--- src/verilog/soc_config.svh ---
// SoC bus configuration
`ifndef SOC_CONFIG_SVH
`define SOC_CONFIG_SVH

// Data and address widths, addresses count bytes
`define SOC_DW 16
`define SOC_AW 32

// RAM, 2 KB window
`define RAM_BASE 32'h3000_0000
`define RAM_MASK 32'hFFFF_F800

// Interrupt controller, two halfword registers
`define PIC_BASE 32'hF000_0008
`define PIC_MASK 32'hFFFF_FFFC

// Interval timer, up to four halfword registers
`define PIT_BASE 32'hF000_0010
`define PIT_MASK 32'hFFFF_FFF8

// Halfwords held by the RAM
`define RAM_WORDS 1024

// Cycles of stb without ack before a bus fault
`define WDT_LIMIT 16

`endif
--- src/verilog/wb_pkg.sv ---
// Wishbone classic bus types
`include "soc_config.svh"

package wb_pkg;

  // Master to slave
  typedef struct packed {
    logic [`SOC_AW-1:0]   adr;
    logic [`SOC_DW-1:0]   dat;
    logic [`SOC_DW/8-1:0] sel;
    logic                 we;
    logic                 cyc;
    logic                 stb;
  } wb_req_t;

  // Slave to master
  typedef struct packed {
    logic [`SOC_DW-1:0] dat;
    logic               ack;
  } wb_rsp_t;

  // Access in progress on this port
  function automatic logic wb_active(wb_req_t req);
    return req.cyc && req.stb;
  endfunction

  // Replace only the byte lanes selected by sel
  function automatic logic [`SOC_DW-1:0] wb_merge(logic [`SOC_DW-1:0]   old_dat,
                                                  logic [`SOC_DW-1:0]   wr_dat,
                                                  logic [`SOC_DW/8-1:0] sel);
    logic [`SOC_DW-1:0] res;
    res = old_dat;
    for (int b = 0; b < `SOC_DW / 8; b++) begin
      if (sel[b]) res[b*8 +: 8] = wr_dat[b*8 +: 8];
    end
    return res;
  endfunction

endpackage

--- src/verilog/wb_watchdog.sv ---
// Bus watchdog for stalled accesses
`timescale 1ns/1ps
`include "soc_config.svh"

module wb_watchdog (
  input  logic               clk_i,
  input  logic               rst_n_i,
  input  wb_pkg::wb_req_t    m_req_i,
  input  wb_pkg::wb_rsp_t    m_rsp_i,
  output logic               fault_o,
  output logic [`SOC_AW-1:0] fault_adr_o
);

  import wb_pkg::*;

  localparam int CNT_W = $clog2(`WDT_LIMIT + 1);

  logic [CNT_W-1:0] wait_cnt_q;
  logic             waiting;
  logic             expire;

  assign waiting = wb_active(m_req_i) && !m_rsp_i.ack;
  // Last waiting cycle before the limit
  assign expire  = waiting && (wait_cnt_q == CNT_W'(`WDT_LIMIT - 1));

  // Counter saturates at the limit so the fault fires once per access
  always_ff @(posedge clk_i or negedge rst_n_i) begin
    if (!rst_n_i) begin
      wait_cnt_q  <= '0;
      fault_o     <= 1'b0;
      fault_adr_o <= '0;
    end else begin
      fault_o <= expire;
      if (!waiting) begin
        wait_cnt_q <= '0;
      end else if (wait_cnt_q != CNT_W'(`WDT_LIMIT)) begin
        wait_cnt_q <= wait_cnt_q + 1'b1;
      end
      if (expire) fault_adr_o <= m_req_i.adr;
    end
  end

  a_fault_pulse: assert property (
    @(posedge clk_i) disable iff (!rst_n_i)
    fault_o |=> !fault_o
  );

endmodule

--- config.mk ---
export PLATFORM = sky130hd
export DESIGN_NAME = wb_watchdog
export DESIGN_NICKNAME = d
export VERILOG_FILES = /design/src/verilog/wb_pkg.sv /design/src/verilog/wb_watchdog.sv
export VERILOG_INCLUDE_DIRS = /design/src /design/src/verilog
export SDC_FILE = /design/constraint.sdc
export NUM_CORES = 1
export LEC_CHECK = 0
export BUFFER_PORTS_ARGS = -buffer_cell sky130_fd_sc_hd__clkbuf_2
export CORE_MARGIN = 4
export CORE_UTILIZATION = 46
export DETAILED_ROUTE_END_ITERATION = 12
export PLACE_DENSITY = 0.95
export SLEW_MARGIN = 20
export SYNTH_ARGS = -nofsm -noshare
export SYNTH_HDL_FRONTEND = slang
export SYNTH_SLANG_ARGS = --single-unit
export TNS_END_PERCENT = 50
--- constraint.sdc ---
create_clock -name clk_i -period 3.37 [get_ports clk_i]
set_input_delay 0.1685 -clock clk_i [delete_from_list [all_inputs] [get_ports clk_i]]
set_output_delay 0.1685 -clock clk_i [all_outputs]
set_load 0.05 [all_outputs]
==> Word-level counts from Yosys, hierarchy flattened <==
Cells that the tools add are included.
{ "word_totals": {"ff_bits": 38, "in_bits": 72, "out_inout_bits": 33} }
{ "classes": {"n_addsub": 1, "eq_ne": 3, "n_mux": 2, "n_reduce_logical": 4} }
{ "op_table": {"columns": ["cell", "n"], "rows": [
  ["$mux 5", 2],
  ["$add 5x1->5 const B", 1],
  ["$eq 5x4->1 const B", 1],
  ["$ne 5x5->1 const B", 1],
  ["$logic_and 1x1->1", 3],
  ["$ne 2x1->1 const B", 1],
  ["$logic_not 1->1", 1]
]} }

==> Longest topological paths before layout <==
Gate-level depths: netlist of run 1.
{ "depth": {"depth_word": 3, "mapped_depth": 6} }

==> Worst setup path after synthesis of run 1 <==
OpenSTA, ideal clock, no wires.
{ "synth_timing": {"path_type": "register to register", "from": "reg wait_cnt_q[0]", "to": "reg fault_adr_o[0]", "setup_time_ps": 125, "arrival_ps": 1590, "required_time_ps": 3245, "path_slack_ps": 1655, "path_stages_with_launch": 7, "path_buffers": 1, "period_less_slack_ps": 1715, "cell_sequence": "dfrtp_1 -> ha_1 -> and3_1 -> ha_1 -> nand4b_4 -> buf_6 -> mux2_4"} }
{ "synth_between": {"elab_chain_len": 2} }
{ "synth_rtl": {"columns": ["element", "line", "text"], "rows": [
  ["start: declaration", "wb_watchdog.sv:18", "logic [CNT_W-1:0] wait_cnt_q;"],
  ["start signal: assignment", "wb_watchdog.sv:37", "wait_cnt_q <= wait_cnt_q + 1'b1;"],
  ["$eq 5x4->1", "wb_watchdog.sv:24", "assign expire = waiting && (wait_cnt_q == CNT_W'(`WDT_LIMIT - 1));"],
  ["$logic_and 1x1->1", "wb_watchdog.sv:24", null],
  ["end signal: assignment", "wb_watchdog.sv:39", "if (expire) fault_adr_o <= m_req_i.adr;"],
  ["end: declaration", "wb_watchdog.sv:11", "output logic [`SOC_AW-1:0] fault_adr_o"]
]} }
No other way between the ends.
A chain may end at the register's enable or synchronous reset.

==> Worst setup path after layout of run 1 <==
{ "layout_timing": {"from": "reg wait_cnt_q[0]", "to": "reg fault_adr_o[1]"} }
The elaborated chain is that of the path after synthesis.

==> impl_metrics.env, run 1 <==
export IMPL_portBuffers=69
export IMPL_violations="negative hold slack"
export IMPL_tns_ns=0
export IMPL_post_cts_resized=0
export IMPL_critPathTopFamily="simple AND/OR/NAND/NOR gates"
export IMPL_drt_total_wl_mm=3.27
export IMPL_p_per_area_nw_per_um2=401
export IMPL_yosys_warnings=0
export IMPL_cts_tree="done"
export IMPL_grtUsageMet3_pct=4.05
export IMPL_die_area_um2=4710
export IMPL_setup_viol=0
export IMPL_fmax_mhz=436
export IMPL_stdcell_area_um2=2150
export IMPL_cts_buffer_depth=2
export IMPL_die_y_um=68.6
export IMPL_synth_cells=100
export IMPL_dieWidth_um=68.6
export IMPL_cts_setup_buffers=0
export IMPL_maxSlewHeadroom_pct=40.4
export IMPL_clk_latency_ns=0.28
export IMPL_vias=1054
export IMPL_mostFrequentLayoutCells="69 x clkbuf_2, 38 x dfrtp_1, 29 x mux2_4"
export IMPL_worstSetupPathType="reg -> reg"
export IMPL_cpMaxStageDelayCell="nand4b_4"
export IMPL_grt_pass1_vias=1006
export IMPL_ir_drop_uv=265
export IMPL_busiest_layer="met2"
export IMPL_cts_max_level=2
export IMPL_layout_commonest_cell="clkbuf_2"
export IMPL_antenna_found_initial=0
export IMPL_cp_required_ns=3.54
export IMPL_rsz0062_at_grt="false"
export IMPL_routed_via_density=4.83
export IMPL_regArea_um2=951
export IMPL_crit_path_frequent_cell="ha_1"
export IMPL_met1_usage_pct=17.1
export IMPL_hold_slack_ns=-0.00146
export IMPL_fin_util_pct=62.5
export IMPL_drive_gt1_share_pct=63.4
export IMPL_drtPass1Iterations=3
export IMPL_hold_path_class="in -> async"
export IMPL_period_minus_slack_ns=2.29
export IMPL_path_clk_slew_ns=0.07
export IMPL_drv_cap=0
export IMPL_grt_max_degree=39
export IMPL_cts_buffers=5
export IMPL_grt_usage_pct=14.6
export IMPL_critPathCaptureType="register"
export IMPL_ys_ff_latch=38
export IMPL_post_route_period_util_pct=68.0
export IMPL_n_antenna_cell=0
export IMPL_root_buffer="clkbuf_8"
export IMPL_reg2reg_from="wait_cnt_q[0]"
export IMPL_fillCellCount=277
export IMPL_place_area_um2=2050
export IMPL_worstMarginPinSlew_ns=0.894
export IMPL_synth_fp_nets=175
export IMPL_worstPathCellList="ha_1 -> and3_1 -> ha_1 -> nand4b_4 -> mux2_4"
export IMPL_drv_slew=0
export IMPL_critPathMaxStageDelay_ns=0.61
export IMPL_drtIter0Drc=43
export IMPL_syn_to_final_growth_pct=27.2
export IMPL_outcome="finished, violations left"
export IMPL_ys_seq_area_share_pct=56.2
export IMPL_dpl_hpwl_mm=2.44
export IMPL_grt_pass1_wl_mm=4.85
export IMPL_synth_cell_types=18
export IMPL_critPathBufInv=0
export IMPL_start_util_pct=49.1
export IMPL_met2_usage_pct=23.6
export IMPL_startpoint_type="register"
export IMPL_routedWlPerCell_um=15.0
export IMPL_antenna_left=0
export IMPL_row_count=21
export IMPL_startpoint="wait_cnt_q[0]"
export IMPL_total_power_mw=0.862
export IMPL_drc=0
export IMPL_cts_hold_buf=0
export IMPL_clock_sinks=38
export IMPL_power_leakage_nw=1.28
export IMPL_clock_skew_ns=0.00200
export IMPL_critPathMaxFanout=33
export IMPL_critPathArrivalTime_ns=2.46
export IMPL_final_hold_viol_count=1
export IMPL_final_nets=246
export IMPL_synth_area_per_cell_um2=16.9
export IMPL_grt_ovfl_total=0
export IMPL_core_area_um2=3440
export IMPL_multiInputGateArea_um2=673
export IMPL_synthesis_area_um2=1690
export IMPL_ios=105
export IMPL_gp_congestion=0.731
==> power by group <==
part | total [mW] | switching (mW) | internal, mW
Clock | 0.368 | 0.146 | 0.221
Combinational | 0.0374 | 0.0187 | 0.0187
Sequential | 0.457 | 0.000829 | 0.457
==> synth_stat cells (all sizes together) <==
| master | instances | share of area, % |
|---|---|---|
| and3 | 1 | 0.37 |
| buf | 5 | 2.9 |
| o21ba | 1 | 0.59 |
| nand3 | 1 | 0.30 |
| nand3b | 1 | 0.44 |
| xnor2 | 1 | 0.52 |
| nand4b | 5 | 3.5 |
| nand4bb | 2 | 1.3 |
| dfrtp | 38 | 56 |
| mux2i | 3 | 1.8 |
| and4bb | 1 | 0.74 |
| ha | 3 | 2.2 |
| inv | 5 | 1.1 |
| nor3 | 1 | 0.30 |
| mux2 | 32 | 28 |
==> cells by family after synthesis <==
logic type | Yosys count | synth area share [%]
multiplexers | 35 | 29.5
AND/OR/NAND/NOR | 12 | 6.95
XOR/XNOR | 1 | 0.518
adder cells (fa/ha/maj) | 3 | 2.22
AO/OA/AOI/OAI | 1 | 0.592
flip-flops | 38 | 56.2
buffers and inverters | 10 | 3.99
==> per-stage QoR <==
step / setup WS (ns) / hold slack (ns) / std cells
2_1_floorplan: 1.65 / -0.127 / 100
3_3_place_gp: 1.10 / 0.328 / 210
3_5_place_dp: 1.07 / 0.343 / 210
6_report: 1.08 / -0.00146 / 218
4_1_cts: 1.05 / 0.0307 / 218
5_1_grt: 0.949 / 0.0960 / 218
==> path summary, 6_finish.rpt <==
kind	cells past startpoint	slack, ns	endpoint
min in group clk_i	2	0.11	fault_adr_o[9]
max in group asynchronous	1	2.82	wait_cnt_q[2]
worst min register to register	1	0.51	fault_adr_o[18]
worst max-delay path	5	1.08	fault_adr_o[1]
worst max register to register	5	1.08	fault_adr_o[1]
worst min-delay path	1	-0.001	fault_adr_o[24]
==> area by class of cell <==
type | instances | share of cell area (%)
Clock inverter | 1 | 1.40
Tap cell | 46 | 2.67
Timing Repair Buffer | 69 | 16.0
Sequential cell | 38 | 44.2
Inverter | 5 | 0.872
Multi-Input combinational cell | 52 | 31.3
Clock buffer | 7 | 3.55
==> flip-flops by register name, indices dropped and copies added (netlist names) <==
signal and flops:
wait_cnt_q 5, fault_o 1, fault_adr_o 32
==> worst reg2reg max path, stage by stage, from the launching register on <==
cell and delay (ns):
dfrtp_1 0.42, ha_1 0.21, and3_1 0.16, ha_1 0.19
nand4b_4 0.62, mux2_4 0.57
==> per-layer routing <==
layer | vias to the layer above | wire (µm)
met2 | 53 | 1500
met5 | - | 0
li1 | 498 | -
met3 | 6 | 347
met1 | 497 | 1360
met4 | 0 | 61
Power figures use the tool's default switching activity.
==> run 2: changes to the inputs <==
CORE_UTILIZATION = 38   (was 46)
PLACE_DENSITY = 0.85   (was 0.95)
clock period = 1.9 ns   (was 3.37 ns; I/O delays follow)
==> impl_metrics.env, run 2 (synthesis gave the netlist of run 1 again) <==
export IMPL_p_per_area_nw_per_um2=639
export IMPL_worstSetupPathType="reg -> reg"
export IMPL_place_area_um2=2110
export IMPL_clkPwrFrac_pct=39.1
export IMPL_row_count=24
export IMPL_dieWidth_um=74.7
export IMPL_grt_max_degree=39
export IMPL_largest_reg_flops=32
export IMPL_maxSlewHeadroom_pct=37.9
export IMPL_antenna_left=0
export IMPL_final_nets=254
export IMPL_max_flop_register="fault_adr_o"
export IMPL_drtPass1Iterations=3
export IMPL_clock_skew_ns=0.00587
export IMPL_outcome="completed"
export IMPL_hold_path_class="in -> reg"
export IMPL_fin_util_pct=52.4
export IMPL_reg_top3="fault_adr_o: 32 flops, wait_cnt_q: 5 flops, fault_o: 1 flops"
export IMPL_worstMarginPinSlew_ns=0.932
export IMPL_dpl_hpwl_mm=2.41
export IMPL_startpoint_type="register"
export IMPL_root_buffer="clkbuf_8"
export IMPL_die_y_um=74.7
export IMPL_routed_via_density=4.74
export IMPL_ios=105
export IMPL_grt_pass1_wl_mm=5.29
export IMPL_rsz0062_at_grt="false"
export IMPL_grt_pass1_vias=1203
export IMPL_antenna_found_initial=0
export IMPL_core_area_um2=4320
export IMPL_syn_to_final_growth_pct=33.9
export IMPL_gp_congestion=0.759
export IMPL_dp_cells=219
export IMPL_mostFrequentLayoutCells="69 x clkbuf_2, 38 x dfrtp_1, 29 x mux2_4"
export IMPL_tns_ns=0
export IMPL_final_hold_viol_count=0
export IMPL_layout_commonest_cell="clkbuf_2"
export IMPL_ir_drop_uv=393
export IMPL_post_route_period_util_pct=94.7
export IMPL_grt_ovfl_total=0
export IMPL_drv_cap=0
export IMPL_cts_buffer_depth=2
export IMPL_portBuffers=69
export IMPL_stdcell_count=232
export IMPL_critPathCaptureType="register"
export IMPL_grt_usage_pct=12.8
export IMPL_drt_total_wl_mm=3.40
export IMPL_drive_gt1_share_pct=65.6
export IMPL_path_clk_slew_ns=0.08
export IMPL_period_minus_slack_ns=1.80
export IMPL_drtIter0Drc=33
export IMPL_swShare_pct=21.4
export IMPL_p_sw_mw=0.310
export IMPL_setup_slack_ns=0.100
export IMPL_routedWlPerCell_um=14.6
export IMPL_n_antenna_cell=0
export IMPL_cp_required_ns=2.08
export IMPL_internal_power_mw=1.14
export IMPL_critPathArrivalTime_ns=1.98
export IMPL_start_util_pct=39.1
export IMPL_fmax_mhz=556
export IMPL_drv_slew=0
export IMPL_clock_sinks=38
export IMPL_drc=0
export IMPL_stdcell_area_um2=2260
export IMPL_detailedPlace_worstSlack_ns=0.0625
export IMPL_combPwrFrac_pct=4.9
export IMPL_cts_tree="done"
export IMPL_critPathMaxFanout=7
export IMPL_die_area_um2=5580
export IMPL_clk_latency_ns=0.29
export IMPL_pwr_share_seq_pct=56.0
export IMPL_vias=1099
export IMPL_power_leakage_nw=1.34
export IMPL_cts_buffers=5
export IMPL_cts_max_level=2
export IMPL_setup_viol=0
==> run 2: cell count changes in the layout (fill, tap and decap cells not counted), sizes merged <==
cell,previous run,this run
clkbuf,76,77
dlygate4sd3,0,1
clkinv,0,1
buf,0,6
bufinv,1,0
==> run 2: stage by stage <==
step                total power, mW  hold WS, ns
finish                         1.45       0.0274
CTS                            1.47       0.0197
global placement              0.892        0.270
global route                   1.52       0.0134
floorplan                     0.842       -0.201
detailed placement            0.895        0.284
==> run 2: final timing paths <==
kind / start / end / slack (ns) / depth (start not counted)
setup / recovery: wait_cnt_q[0] / fault_adr_o[18] / 0.10 / 6
hold / removal: m_req_i[25] / fault_adr_o[4] / 0.03 / 2
setup reg to reg: wait_cnt_q[0] / fault_adr_o[18] / 0.10 / 6
hold reg to reg: fault_adr_o[12] / fault_adr_o[12] / 0.51 / 1
max in group asynchronous: rst_n_i / fault_adr_o[22] / 0.84 / 2
min in group asynchronous: rst_n_i / fault_adr_o[15] / 0.48 / 2
==> run 2: power by group through the flow <==
stage	registers [mW]	clock network (mW)	logic, mW
final	0.811	0.567	0.0706
after global routing	0.810	0.627	0.0818
after CTS	0.811	0.591	0.0708
after detailed placement	0.827	0	0.0690
after global placement	0.826	0	0.0653
after floorplan	0.826	0	0.0159
==> run 2: final cells by class <==
class	count	area, µm²
sequential	38	951
fill	385	2060
tap	52	65.1
inverter	5	18.8
timing repair buffer	77	463
clock buffer	7	86.3
multi-input combinational	52	676
clock inverter	1	5.00
==> run 2: repair_timing <==
action / 4_1_cts / 5_1_grt
endpoints found under the setup margin: 0 / 14
hold endpoints to repair: 38 / 0
hold buffers: 1 / 0
resized for setup: 0 / 1
setup buffers: 0 / 3
==> run 2: layer usage <==
| layer | track usage [%] | up-vias | wire length (µm) |
|---|---|---|---|
| met2 | 21.7 | 41 | 1710 |
| li1 | - | 509 | - |
| met4 | 7.11 | 0 | 70 |
| met3 | 3.74 | 7 | 241 |
| met5 | 0 | - | 0 |
| met1 | 14.4 | 542 | 1370 |
==> run 2: worst max-delay path: stages, from the launching register on <==
cell and delay (ns):
dfrtp_1 0.40, ha_2 0.21, and3_1 0.16, ha_1 0.19, nand4b_4 0.20, clkbuf_16 0.23
mux2_4 0.30
==> run 3: changes to the inputs <==
PLACE_DENSITY = 0.78   (was 0.85)
==> impl_metrics.env, run 3 (synthesis gave the netlist of run 1 again) <==
export IMPL_dpl_hpwl_mm=2.66
export IMPL_mostFrequentLayoutCells="69 x clkbuf_2, 38 x dfrtp_1, 29 x mux2_4"
export IMPL_cp_required_ns=2.06
export IMPL_layout_commonest_cell="clkbuf_2"
export IMPL_power_leakage_nw=1.34
export IMPL_final_hold_viol_count=0
export IMPL_cts_buffer_depth=2
export IMPL_grt_pass1_vias=1091
export IMPL_drtIter0Drc=15
export IMPL_clk_latency_ns=0.28
export IMPL_grt_pass1_wl_mm=5.13
export IMPL_portBuffers=69
export IMPL_ios=105
export IMPL_worstHoldStart="m_req_i[41]"
export IMPL_clock_sinks=38
export IMPL_place_area_um2=2130
export IMPL_fmax_mhz=554
export IMPL_drive_gt1_share_pct=66.1
export IMPL_rr_worst_depth=6
export IMPL_drv_slew=0
export IMPL_start_util_pct=39.1
export IMPL_antenna_found_initial=0
export IMPL_grt_ovfl_total=0
export IMPL_root_buffer="clkbuf_8"
export IMPL_worstMarginPinSlew_ns=0.360
export IMPL_post_route_period_util_pct=94.9
export IMPL_routed_via_density=4.64
export IMPL_path_clk_slew_ns=0.08
export IMPL_vias=1090
export IMPL_startpoint_type="register"
export IMPL_syn_to_final_growth_pct=33.5
export IMPL_clock_skew_ns=0.00848
export IMPL_hold_path_class="in -> reg"
export IMPL_tns_ns=0
export IMPL_max_flop_register="fault_adr_o"
export IMPL_startpoint="wait_cnt_q[0]"
export IMPL_total_power_mw=1.45
export IMPL_grt_max_degree=16
export IMPL_routedWlPerCell_um=14.5
export IMPL_grt_usage_pct=12.3
export IMPL_drtPass1Iterations=4
export IMPL_row_count=24
export IMPL_critPathArrivalTime_ns=1.97
export IMPL_drt_total_wl_mm=3.40
export IMPL_reg2reg_from="wait_cnt_q[0]"
export IMPL_dieWidth_um=74.7
export IMPL_cts_max_level=2
export IMPL_n_antenna_cell=0
export IMPL_die_area_um2=5580
export IMPL_core_area_um2=4320
export IMPL_largest_reg_flops=32
export IMPL_hold_depth=2
export IMPL_drv_cap=0
export IMPL_stdcell_area_um2=2260
export IMPL_detailedPlace_worstSlack_ns=0.0560
export IMPL_gp_congestion=0.762
export IMPL_antenna_left=0
export IMPL_cts_buffers=5
export IMPL_outcome="completed"
export IMPL_reg_top3="fault_adr_o: 32 flops, wait_cnt_q: 5 flops, fault_o: 1 flops"
export IMPL_maxSlewHeadroom_pct=76.0
export IMPL_r2r_end="fault_adr_o[0]"
export IMPL_ir_drop_uv=446
export IMPL_final_nets=257
export IMPL_rsz0062_at_grt="false"
export IMPL_cts_tree="done"
export IMPL_r2r_slack_ns=0.1
export IMPL_p_per_area_nw_per_um2=642
export IMPL_crit_end="fault_adr_o[0]"
export IMPL_die_y_um=74.7
export IMPL_critPathMaxFanout=15
export IMPL_setup_slack_ns=0.0965
export IMPL_worstSetupPathType="reg -> reg"
export IMPL_hold_slack_ns=0.0353
export IMPL_setup_viol=0
export IMPL_period_minus_slack_ns=1.80
export IMPL_drc=0
export IMPL_critPathCaptureType="register"
[run 3: cell types whose count changed in the layout (fill, tap and decap cells not counted), sizes merged]
| cell | before | now |
|---|---|---|
| buf | 6 | 10 |
| clkinvlp | 0 | 1 |
| clkbuf | 77 | 75 |
[run 3: critical path: stages, from the launching register on]
cell	delay, ns
dfrtp_1	0.39
ha_1	0.22
and3_1	0.19
ha_1	0.21
nand4b_4	0.17
buf_12	0.19
mux2_4	0.31
[run 3: repair_timing]
action | 4_1_cts | 5_1_grt
resized for setup | 0 | 0
endpoints found under the hold margin | 13 | 0
setup endpoints to repair | 0 | 15
setup buffers | 0 | 3
hold buffers | 1 | 0
[run 3: how the worst min path moves through the flow]
stage	to	slack [ns]
3_3_place_gp	fault_adr_o[19]	0.02
5_1_grt	fault_adr_o[8]	0.02
4_1_cts	fault_adr_o[6]	0.03
6_report	fault_adr_o[20]	0.04
3_5_place_dp	fault_adr_o[18]	0.02
2_1_floorplan	fault_adr_o[0]	-0.20
[run 3: routing by layer]
| layer | up-vias | global-route usage (%) | wire length, µm |
|---|---|---|---|
| met1 | 542 | 14.1 | 1260 |
| met2 | 29 | 21.6 | 1920 |
| met4 | 0 | 4.15 | 36 |
| met5 | - | 0 | 0 |
| met3 | 5 | 4.01 | 179 |
| li1 | 514 | - | - |
[run 3: cell type report]
class	count	area, µm²
repair buffers	80	455
multi-input cells	52	673
inverters	5	18.8
flip-flops and latches	38	951
clock buffers	6	82.6
fillers	396	2070
well taps	52	65.1
clock inverters	2	12.5
[run 3: metrics by stage]
step,instances,util (%)
2_1_floorplan,100,-
3_3_place_gp,223,49.3
3_5_place_dp,223,49.3
4_1_cts,232,51.7
5_1_grt,235,52.2
6_report,235,52.2
[run 3: power by group]
part	internal (mW)	switching, mW	total [mW]
combinational	0.0383	0.0351	0.0734
clock	0.291	0.274	0.566
sequential	0.809	0.000580	0.810
